==> config.mk <==
export PLATFORM = sky130hd
export DESIGN_NAME = reqQueue
export DESIGN_NICKNAME = d
export VERILOG_FILES = /design/src/verilog/reqQueue.sv
export SDC_FILE = /design/constraint.sdc
export NUM_CORES = 1
export LEC_CHECK = 0
export ABC_AREA = 1
export BUFFER_PORTS_ARGS = -buffer_cell sky130_fd_sc_hd__buf_2
export CAP_MARGIN = 20
export CELL_PAD_IN_SITES_DETAIL_PLACEMENT = 1
export CELL_PAD_IN_SITES_GLOBAL_PLACEMENT = 1
export CORE_MARGIN = 5
export CORE_UTILIZATION = 39
export DETAILED_ROUTE_END_ITERATION = 6
export GPL_TIMING_DRIVEN = 0
export PLACE_DENSITY = 0.74
export SYNTH_ARGS = -nofsm -noshare
export SYNTH_HDL_FRONTEND = slang
export SYNTH_SLANG_ARGS = --single-unit
==> constraint.sdc <==
create_clock -name clk -period 1.5 [get_ports clk]
set_input_delay 0.3 -clock clk [delete_from_list [all_inputs] [get_ports clk]]
set_output_delay 0.3 -clock clk [all_outputs]
set_load 0.005 [all_outputs]
==> src/verilog/reqQueue.sv <==
`timescale 1ns/1ps

// Depth must be at least 2
module reqQueue #(
    parameter type itemT = logic [7:0],
    parameter int  Depth = 2
) (
    input  logic clk,
    input  logic rst,
    input  logic push,
    input  itemT pushItem,
    input  logic pop,
    output itemT head,
    output logic nonEmpty,
    output logic full
);
    itemT                       slots [Depth];
    logic [$clog2(Depth)-1:0]   rdPtr;
    logic [$clog2(Depth)-1:0]   wrPtr;
    logic [$clog2(Depth+1)-1:0] count;
    logic                       doPush;
    logic                       doPop;

    assign nonEmpty = (count != '0);
    assign full     = (count == Depth);
    assign head     = slots[rdPtr];

    // a full queue still takes a push when the head leaves in the same cycle
    assign doPop  = pop && nonEmpty;
    assign doPush = push && (!full || doPop);

    always_ff @(posedge clk) begin
        if (doPush) begin
            slots[wrPtr] <= pushItem;
        end
    end

    always_ff @(posedge clk) begin
        if (rst) begin
            rdPtr <= '0;
            wrPtr <= '0;
            count <= '0;
        end else begin
            if (doPush) begin
                wrPtr <= (wrPtr == Depth - 1) ? '0 : wrPtr + 1'b1;
            end
            if (doPop) begin
                rdPtr <= (rdPtr == Depth - 1) ? '0 : rdPtr + 1'b1;
            end
            if (doPush && !doPop) begin
                count <= count + 1'b1;
            end else if (doPop && !doPush) begin
                count <= count - 1'b1;
            end
        end
    end

endmodule
==> impl_metrics.py <==
metrics = {
    "drt": {
        "top_layer_used": "met4",
        "postRouteWirelength_um": 1606,
        "ant_nets": 0,
        "drc": 0,
        "vias_per_cell": 4.733,
        "m1WireLength_um": 590,
        "first_pass_iters": 4,
        "wl_per_cell_um": 13.84,
        "wl_met3_um": 86,
        "drtIter0Drc": 8,
        "wl_met2_um": 886,
        "vias": 549,
    },
    "cells_and_area": {
        "nets": 103,
        "area_growth_pct": 33.28,
        "finish.utilization_pct": 55.37,
        "final_common_cell": "edfxtp_1",
        "drive_above_1_share_pct": 44.94,
        "n_antenna_cell": 0,
        "design_area_um2": 1097,
        "layout_common_cells": "edfxtp_1, buf_2, nand2_1, mux2_4, buf_6",
    },
    "power_and_ir_drop": {
        "p_per_area_nw_per_um2": 1296,
        "ir_drop_v": 0.0008633,
        "leakage_nw": 0.4798,
    },
    "synth": {
        "synth_seq_area_share_pct": 70.52,
        "synth-seq-cells": 21,
        "ys_types": 14,
        "syn_avg_cell_area_um2": 13.07,
        "netlist_area_um2": 823.3,
        "synthesis.nets": 76,
        "ys_warn_count": 0,
        "syn_inst": 63,
    },
    "placed_design": {
        "placed_area_um2": 962.2,
        "place_congestion": 0.7714,
        "dpl.hpwl_um": 1209,
        "numPortBuffers": 21,
    },
    "worst_setup_path": {
        "path_class": "reg2out",
        "arrival_ns": 1.23,
        "critPathTopFamily": "flip-flops",
        "path_buf_inv": 2,
        "worst-path-max-fanout": 8,
        "worstPathCellList": "buf_8, mux2_4, buf_6",
        "cpPeakStageDelay_ns": 0.36,
        "cpMaxStageDelayCell": "dfxtp_2",
        "startpoint_type": "register",
        "end_kind": "primary output",
        "cp.required_ns": 1.20,
    },
    "clock_tree": {
        "numCtsBuffers": 3,
        "clk_latency_ns": 0.30,
        "clkTransAtPathRegs_ns": 0.11,
        "htree_levels": 1,
        "root_buffer": "clkbuf_4",
        "cts_hold_buf": 0,
        "cts_tree": "done",
        "cts.sinks": 21,
        "clk_path_buf_depth": 2,
    },
    "timing": {
        "grt_setup_unrepaired": "yes",
        "final-setup-viol-count": 8,
        "fmax_mhz": 652.1,
        "finalCritPeriodShare_pct": 102.2,
        "final-hold-violation-count": 0,
        "fin_worst_skew_ns": 0.0008002,
        "relSlewSlack_pct": 70.06,
        "fin_crit_ns": 1.533,
        "slew_violations": 0,
        "worstMarginPinSlew_ns": 0.4486,
        "finalWorstSetupSlack_ns": -0.03350,
    },
    "worst_hold_path": {
        "hold_class": "in2reg",
    },
    "global_routing": {
        "antenna_found_initial": 0,
        "grt_pass1_wl_um": 2415,
        "grt_pass1_vias": 544,
        "grt_start_max_net_pins": 13,
        "overflow": 0,
        "gr-usage-all-layers_pct": 10.57,
    },
    "status": {
        "outcome": "finished with violations",
        "violations": "negative setup slack",
    },
    "die": {
        "fp.dieH_um": 55.95,
        "pin_count": 22,
        "initial_core_util_pct": 41.54,
        "rows": 16,
        "die_area_um2": 3130,
        "die_w_um": 55.95,
        "core_area_um2": 1982,
    },
    "run": {
        "drv_cap": 0,
    },
}
## layout make-up
type	count	area [um2]
clock inverter	1	5.005
tap	27	33.78
clock buffer	3	22.52
fill	201	884.6
buffer	1	15.01
multi-input combinational	33	240.2
timing repair buffer	22	162.7
sequential	21	585.6
inverter	8	32.53
## through the flow
step	hold WS, ns	setup TNS, ns	std cells	total power (W)	setup slack [ns]
2_1_floorplan	0.3989	0	63	0.0009304	0.1643
3_3_place_gp	0.4820	-0.5705	111	0.001034	-0.07145
3_5_place_dp	0.4922	-1.498	111	0.001054	-0.1875
4_1_cts	0.1662	-0.3695	115	0.001357	-0.05507
5_1_grt	0.1514	-0.6395	116	0.001517	-0.08479
6_report	0.1768	-0.2117	116	0.001422	-0.03350
## cells by family (layout without fill, tap and decap cells)
group | Yosys count | after routing | share of synthesized area (%)
buffers and inverters | 9 | 35 | 4.255
AOI/OAI and AO/OA | 4 | 4 | 2.430
and+or+nand+nor | 20 | 20 | 10.33
adders and majority gates | 1 | 1 | 1.520
DFF | 21 | 21 | 70.52
muxes | 8 | 8 | 10.94
## synthesized netlist by cell type
| cell | number | area share [%] |
|---|---|---|
| edfxtp_1 | 16 | 58 |
| nand2_1 | 9 | 4.1 |
| mux2_2 | 8 | 11 |
| inv_1 | 7 | 3.2 |
| nor2_1 | 6 | 2.7 |
| dfxtp_1 | 5 | 12 |
| a21oi_1 | 3 | 1.8 |
| nand3_1 | 3 | 1.8 |
| buf_2 | 1 | 0.61 |
| ha_1 | 1 | 1.5 |
| inv_2 | 1 | 0.46 |
| nand3b_1 | 1 | 0.91 |
| nand4_1 | 1 | 0.76 |
| o21ai_0 | 1 | 0.61 |
## final timing paths
check                           slack (ns)  depth (start not counted)          end         from
worst max register to register        0.11                         10     count[1]     count[0]
worst min-delay path                  0.18                          1  slots[0][4]  pushItem[4]
worst min register to register        0.48                          1     count[0]     count[0]
worst max-delay path                 -0.03                          3      head[7]     register
## flip-flops by register name (all words and copies together) (netlist names), named ones only
name / count
rdPtr: 1
wrPtr: 1
slots: 16
count: 2
## where the power goes
part           leakage [nW]  internal, W  switching (W)
logic                 0.270     0.000226       0.000185
clock network        0.0177    0.0000996       0.000171
registers             0.192     0.000703      0.0000380
## routing by layer
metal	up-vias	global-route usage, %
met3	4	3.016
met5	-	0
met4	0	7.119
met2	17	19.43
met1	259	10.03
li1	269	-
## timing repair
item,CTS,global route
setup buffers,0,1
gates resized for setup,8,17
endpoints found under the setup margin,16,17
pin swaps,0,1
No activity file was read; power rests on OpenSTA's default activity.
