**src/verilog/memPkg.sv**
```systemverilog
package memPkg;

    // bus widths
    localparam int AddrWidth = 32;
    localparam int ByteWidth = 8;
    localparam int WordWidth = 32;

    typedef logic [AddrWidth-1:0] addrT;
    typedef logic [ByteWidth-1:0] byteT;
    typedef logic [WordWidth-1:0] wordT;

    // 4 KiB of RAM, higher address bits wrap onto the array
    localparam int RamAddrBits = 12;
    localparam int RamBytes    = 1 << RamAddrBits;

    // stores from here up go to the output byte buffer
    localparam addrT IoBase = 32'h0003_0000;

endpackage

```
**src/verilog/lsuPkg.sv**
```systemverilog
package lsuPkg;

    // access length in bytes, only 1, 2 and 4 are legal
    typedef logic [2:0] lenT;

    localparam lenT LenByte = 3'd1;
    localparam lenT LenHalf = 3'd2;
    localparam lenT LenWord = 3'd4;

    // one data cache request as it waits in the queue
    typedef struct packed {
        logic         store;
        lenT          len;
        memPkg::addrT addr;
        memPkg::wordT wData;
    } dataReqT;

    // queue depths
    localparam int FetchDepth = 2;
    localparam int DataDepth  = 2;
    localparam int IoDepth    = 4;

endpackage

```
**src/verilog/memCtrl.sv**
```systemverilog
`timescale 1ns/1ps

module memCtrl (
    input  logic                           clk,
    input  logic                           rst,
    input  logic                           rdy,
    input  logic                           fetchNonEmpty,
    input  memPkg::addrT                   fetchHead,
    output logic                           fetchPop,
    input  logic                           dataNonEmpty,
    input  lsuPkg::dataReqT                dataHead,
    output logic                           dataPop,
    output logic [memPkg::RamAddrBits-1:0] ramAddr,
    output logic                           ramWe,
    output memPkg::byteT                   ramWData,
    input  memPkg::byteT                   ramRData,
    output logic                           ioPush,
    output memPkg::byteT                   ioByte,
    input  logic                           ioFull,
    output logic                           fetchDone,
    output memPkg::wordT                   fetchInst,
    output logic                           dcDone,
    output memPkg::wordT                   dcRData
);
    import memPkg::*;
    import lsuPkg::*;

    typedef enum logic [2:0] {
        StIdle,
        StFetch,
        StLoad,
        StStore,
        StIoStore
    } stateT;

    stateT state;
    lenT   stage;
    lenT   len;
    logic  ioWin;
    addrT  baseAddr;
    wordT  storeData;
    wordT  asmWord;

    lenT   issueIdx;
    addrT  byteAddr;
    wordT  fullWord;
    wordT  loadWord;
    logic  lastByte;
    logic  dataToIo;
    logic  reading;

    // data side first, fetch only when no data request waits
    always_comb begin
        dataPop  = 1'b0;
        fetchPop = 1'b0;
        if (rdy && state == StIdle) begin
            if (dataNonEmpty) begin
                dataPop = 1'b1;
            end else if (fetchNonEmpty) begin
                fetchPop = 1'b1;
            end
        end
    end

    assign dataToIo = (dataHead.addr >= IoBase);
    assign reading  = (state == StFetch) || (state == StLoad);
    assign lastByte = (stage == len - 3'd1);

    // a frozen or final cycle re-reads the previous byte, so ramRData keeps
    // the byte the assembly is still waiting for
    always_comb begin
        if (stage == len || (!rdy && stage != '0)) begin
            issueIdx = stage - 3'd1;
        end else begin
            issueIdx = stage;
        end
    end

    assign byteAddr = baseAddr + AddrWidth'(issueIdx);
    assign ramAddr  = byteAddr[RamAddrBits-1:0];

    // store bytes leave low byte first
    assign ramWe    = rdy && (state == StStore);
    assign ramWData = byteT'(storeData);
    assign ioPush   = rdy && (state == StIoStore) && !ioFull;
    assign ioByte   = byteT'(storeData);

    // newest byte enters at the top, so after L bytes the word sits in the upper lanes
    assign fullWord = {ramRData, asmWord[WordWidth-1:ByteWidth]};

    always_comb begin
        case (len)
            LenByte: loadWord = wordT'(fullWord[31:24]);
            LenHalf: loadWord = wordT'(fullWord[31:16]);
            default: loadWord = fullWord;
        endcase
    end

    assign fetchDone = rdy && (state == StFetch) && (stage == LenWord);
    assign fetchInst = fullWord;

    assign dcDone = rdy && (((state == StLoad) && (stage == len))
                          || ((state == StStore) && lastByte)
                          || (ioPush && lastByte));
    assign dcRData = ioWin ? '0 : loadWord;

    always_ff @(posedge clk) begin
        if (rst) begin
            state <= StIdle;
            stage <= '0;
            len   <= '0;
            ioWin <= 1'b0;
        end else if (rdy) begin
            case (state)
                StIdle: begin
                    stage <= '0;
                    if (dataPop) begin
                        len   <= dataHead.len;
                        ioWin <= 1'b0;
                        if (!dataHead.store) begin
                            state <= StLoad;
                            // IO window load skips the RAM and finishes next cycle
                            if (dataToIo) begin
                                ioWin <= 1'b1;
                                stage <= dataHead.len;
                            end
                        end else if (dataToIo) begin
                            state <= StIoStore;
                        end else begin
                            state <= StStore;
                        end
                    end else if (fetchPop) begin
                        len   <= LenWord;
                        ioWin <= 1'b0;
                        state <= StFetch;
                    end
                end
                StFetch, StLoad: begin
                    if (stage == len) begin
                        state <= StIdle;
                        stage <= '0;
                    end else begin
                        stage <= stage + 3'd1;
                    end
                end
                StStore: begin
                    if (lastByte) begin
                        state <= StIdle;
                        stage <= '0;
                    end else begin
                        stage <= stage + 3'd1;
                    end
                end
                StIoStore: begin
                    // waits in place while the IO buffer is full
                    if (ioPush && lastByte) begin
                        state <= StIdle;
                        stage <= '0;
                    end else if (ioPush) begin
                        stage <= stage + 3'd1;
                    end
                end
                default: begin
                    state <= StIdle;
                    stage <= '0;
                end
            endcase
        end
    end

    // request payload and byte assembly
    always_ff @(posedge clk) begin
        if (rdy) begin
            if (dataPop) begin
                baseAddr  <= dataHead.addr;
                storeData <= dataHead.wData;
                asmWord   <= '0;
            end else if (fetchPop) begin
                baseAddr <= fetchHead;
                asmWord  <= '0;
            end else if (reading && stage != '0 && stage != len) begin
                asmWord <= fullWord;
            end
            if (ramWe || ioPush) begin
                storeData <= storeData >> ByteWidth;
            end
        end
    end

endmodule

```
**config.mk**
```make
export PLATFORM = sky130hd
export DESIGN_NAME = memCtrl
export DESIGN_NICKNAME = d
export VERILOG_FILES = /design/src/verilog/memPkg.sv /design/src/verilog/lsuPkg.sv /design/src/verilog/memCtrl.sv
export SDC_FILE = /design/constraint.sdc
export NUM_CORES = 1
export LEC_CHECK = 0
export BUFFER_PORTS_ARGS = -buffer_cell sky130_fd_sc_hd__buf_2
export CAP_MARGIN = 20
export CORE_MARGIN = 10
export CORE_UTILIZATION = 36
export DETAILED_ROUTE_END_ITERATION = 10
export GPL_TIMING_DRIVEN = 0
export RECOVER_POWER = 100
export SKIP_LAST_GASP = 1
export SLEW_MARGIN = 20
export SYNTH_ARGS = -nofsm -noshare
export SYNTH_HDL_FRONTEND = slang
export SYNTH_SLANG_ARGS = --single-unit
```
**constraint.sdc**
```tcl
create_clock -name clk -period 6.4 [get_ports clk]
set_input_delay 1.28 -clock clk [delete_from_list [all_inputs] [get_ports clk]]
set_output_delay 1.28 -clock clk [all_outputs]
set_load 0.05 [all_outputs]
```
==> flow_metrics.tcl <==
set metrics [dict create \
    synth_area_mm2 0.00448 \
    synth-async-reset-ratio_pct 0 \
    drive_gt1_share_pct 27.1 \
    startpoint "rdy" \
    yosysWarnings 0 \
    clockBufferDepth 2 \
    worst_pin_slew_ns 2.17 \
    die_w_um 132 \
    cts_setup_buffers 0 \
    min_path_type "flip-flop to flip-flop" \
    hold_violations 0 \
    nNetsFinal 738 \
    setup_viol 0 \
    synth_ff_type "edfxtp_1" \
    grt_usage_pct 14.5 \
    die_height_um 132 \
    finClkSkew_ns 0.00758 \
    drt-initial-drc-count 201 \
    grt_pass1_wl_um 20600 \
    cts_resized 0 \
    max_slew_margin_pct -44.5 \
    vias 3799 \
    cts_tree "done" \
    clk_latency_ns 0.33 \
    cts_root_buf "clkbuf_16" \
    crit_path_end "ramAddr[10]" \
    rows 40 \
    crit_required_ns 5.12 \
    clock_sinks 78 \
    drc 0 \
    startpoint_type "primary input" \
    drtPass1Iterations 4 \
    clkSlewWorstSetupHoldPaths_ns 0.06 \
    synth_edf_count 68 \
    preCtsSetupSlack_ns 1.51 \
    period_share_pct 80.1 \
    rrSetupSlack_ns 3.06 \
    place_hpwl_um 10000 \
    rsz0062_at_grt "no" \
    max_freq_ghz 0.195 \
    worstReg2RegEnd "asmWord[31]" \
    ys_seq_area_share_pct 50.1 \
    slew_viol_final 25 \
    ir_drop_mv 0.114 \
    numPortBuffers 186 \
    start_util_pct 37.0 \
    holdBufCountCts 0 \
    drt-vias-per-instance 4.82 \
    antenna_left 0 \
    fin_ws_ns 1.27 \
    reg2reg_from "state[0]" \
    leakage_uw 0.00229 \
    grt_max_degree 33 \
    outcome "complete, but fails checks" \
    arrival_ns 3.85 \
    postSynthAreaPerCell_um2 10.7 \
    path_class "primary input to output pin" \
    synth_cell_type_count 54 \
    syn_nets 541 \
    coreArea_mm2 0.0121 \
    r2r_cells 6 \
    maxCapViolCount 1 \
    htreeDepth 3 \
    syn_inst 417 \
    ys_ff_latch 78 \
    min_period_ns 5.13 \
    crit_fanout 7 \
    endpoint_kind "output pin" \
    dieArea_mm2 0.0173 \
    wire_per_inst_um 16.3 \
    cts_made_buffers 9 \
    place.gp.congestion 0.885 \
    grt_pass1_vias 4054 \
    overflow 0 \
    power_density_mw_per_mm2 303 \
    io_pins 212 \
    antenna_found_initial 2 \
    area_delta_synth_final_pct 29.4 \
    setup_tns_ns 0 \
    violations "max-capacitance violations, max-slew violations" \
    wirelength_um 12800 \
]
==> synth_stat cells (6+ instances only) <==
library cell / count / area (um^2)
buf_4: 27 / 203
nand2_1: 68 / 255
a22o_1: 8 / 70.1
edfxtp_1: 68 / 2040
nor2_1: 13 / 48.8
nand4_1: 9 / 56.3
o21ai_0: 6 / 30.0
mux2_2: 24 / 270
dfxtp_1: 10 / 200
inv_1: 16 / 60.1
clkbuf_1: 8 / 30.0
xnor2_1: 12 / 105
a22oi_1: 8 / 60.1
ha_1: 9 / 113
a21oi_1: 13 / 65.1
and2_1: 48 / 300
==> state kept, by name, summed over array words and instances (netlist names) <==
signal / cells
stage: 3
baseAddr: 12
len: 3
state: 3
ioWin: 1
storeData: 32
asmWord: 24
==> kinds of logic (layout without fill, tap and decap cells) <==
logic type / after synthesis / after routing / synth area share (%)
fa+ha+maj: 10 / 10 / 2.96
xor+xnor: 18 / 18 / 3.83
flops: 78 / 78 / 50.1
buf+inv: 61 / 263 / 7.94
mux: 26 / 26 / 6.49
other cells: 0 / 1 / 0
simple gates: 168 / 168 / 19.6
compound gates: 56 / 56 / 9.11
==> power breakdown <==
| part | internal (uW) | leakage (uW) | switching (uW) | total, uW |
|---|---|---|---|---|
| combinational | 150 | 0.00142 | 426 | 576 |
| clock | 343 | 0.000150 | 206 | 549 |
| sequential | 606 | 0.000717 | 23.2 | 629 |
==> cell type report <==
class / instances / area [um^2]
clock buffers: 9 / 225
multi-input cells: 278 / 1860
fillers: 1233 / 6320
well taps: 168 / 210
flip-flops and latches: 78 / 2240
plain buffers: 43 / 275
inverters: 18 / 67.6
repair buffers: 186 / 810
clock inverters: 7 / 96.3
diodes: 1 / 2.50
==> metrics by stage <==
stage	util [%]	cells	hold slack [ns]	total power (uW)	area, um^2
detailed placement	46.5	771	0.509	1240	5630
CTS	49.1	787	0.530	1790	5950
finish	47.8	788	0.536	1750	5790
global placement	46.4	771	0.508	1230	5620
global route	47.8	787	0.561	1840	5790
floorplan	-	417	0.477	1090	4480
==> how the worst min path moves through the flow <==
stage / startpoint / end / slack [ns] / depth (start not counted)
4_1_cts: len[1] / len[1] / 0.53 / 2
5_1_grt: storeData[21] / storeData[13] / 0.56 / 1
6_report: len[1] / len[1] / 0.54 / 2
3_3_place_gp: len[1] / len[1] / 0.51 / 2
2_1_floorplan: len[1] / len[1] / 0.48 / 2
3_5_place_dp: len[1] / len[1] / 0.51 / 2
==> layout by cell type (no fill, tap or decap), types with 13 or more instances in the layout <==
master / instances
and2_0: 18
mux2_2: 24
inv_1: 17
nand2_1: 68
buf_2: 91
a21oi_1: 13
and2_1: 30
buf_4: 25
clkbuf_1: 111
nor2_1: 14
edfxtp_1: 68
==> worst max-delay path, cell delays in order <==
cell and delay [ns]:
clkbuf_1 0.17, o21ai_0 0.37, xnor2_1 0.17, ha_1 0.19, inv_1 0.06, fa_1 0.41
inv_1 0.07, a21o_1 0.15, nor2b_1 0.19, nand4_1 0.13, xnor2_1 0.18, clkbuf_1 0.49
==> per-layer routing <==
metal | GRT usage [%] | vias to the layer above | part of all wire, %
li1 | - | 1843 | -
met1 | 17.5 | 1742 | 44
met2 | 22.4 | 197 | 45
met3 | 5.83 | 17 | 9.4
met4 | 5.93 | 0 | 2.0
met5 | 0 | - | 0
No activity file was read; power rests on OpenSTA's default activity.
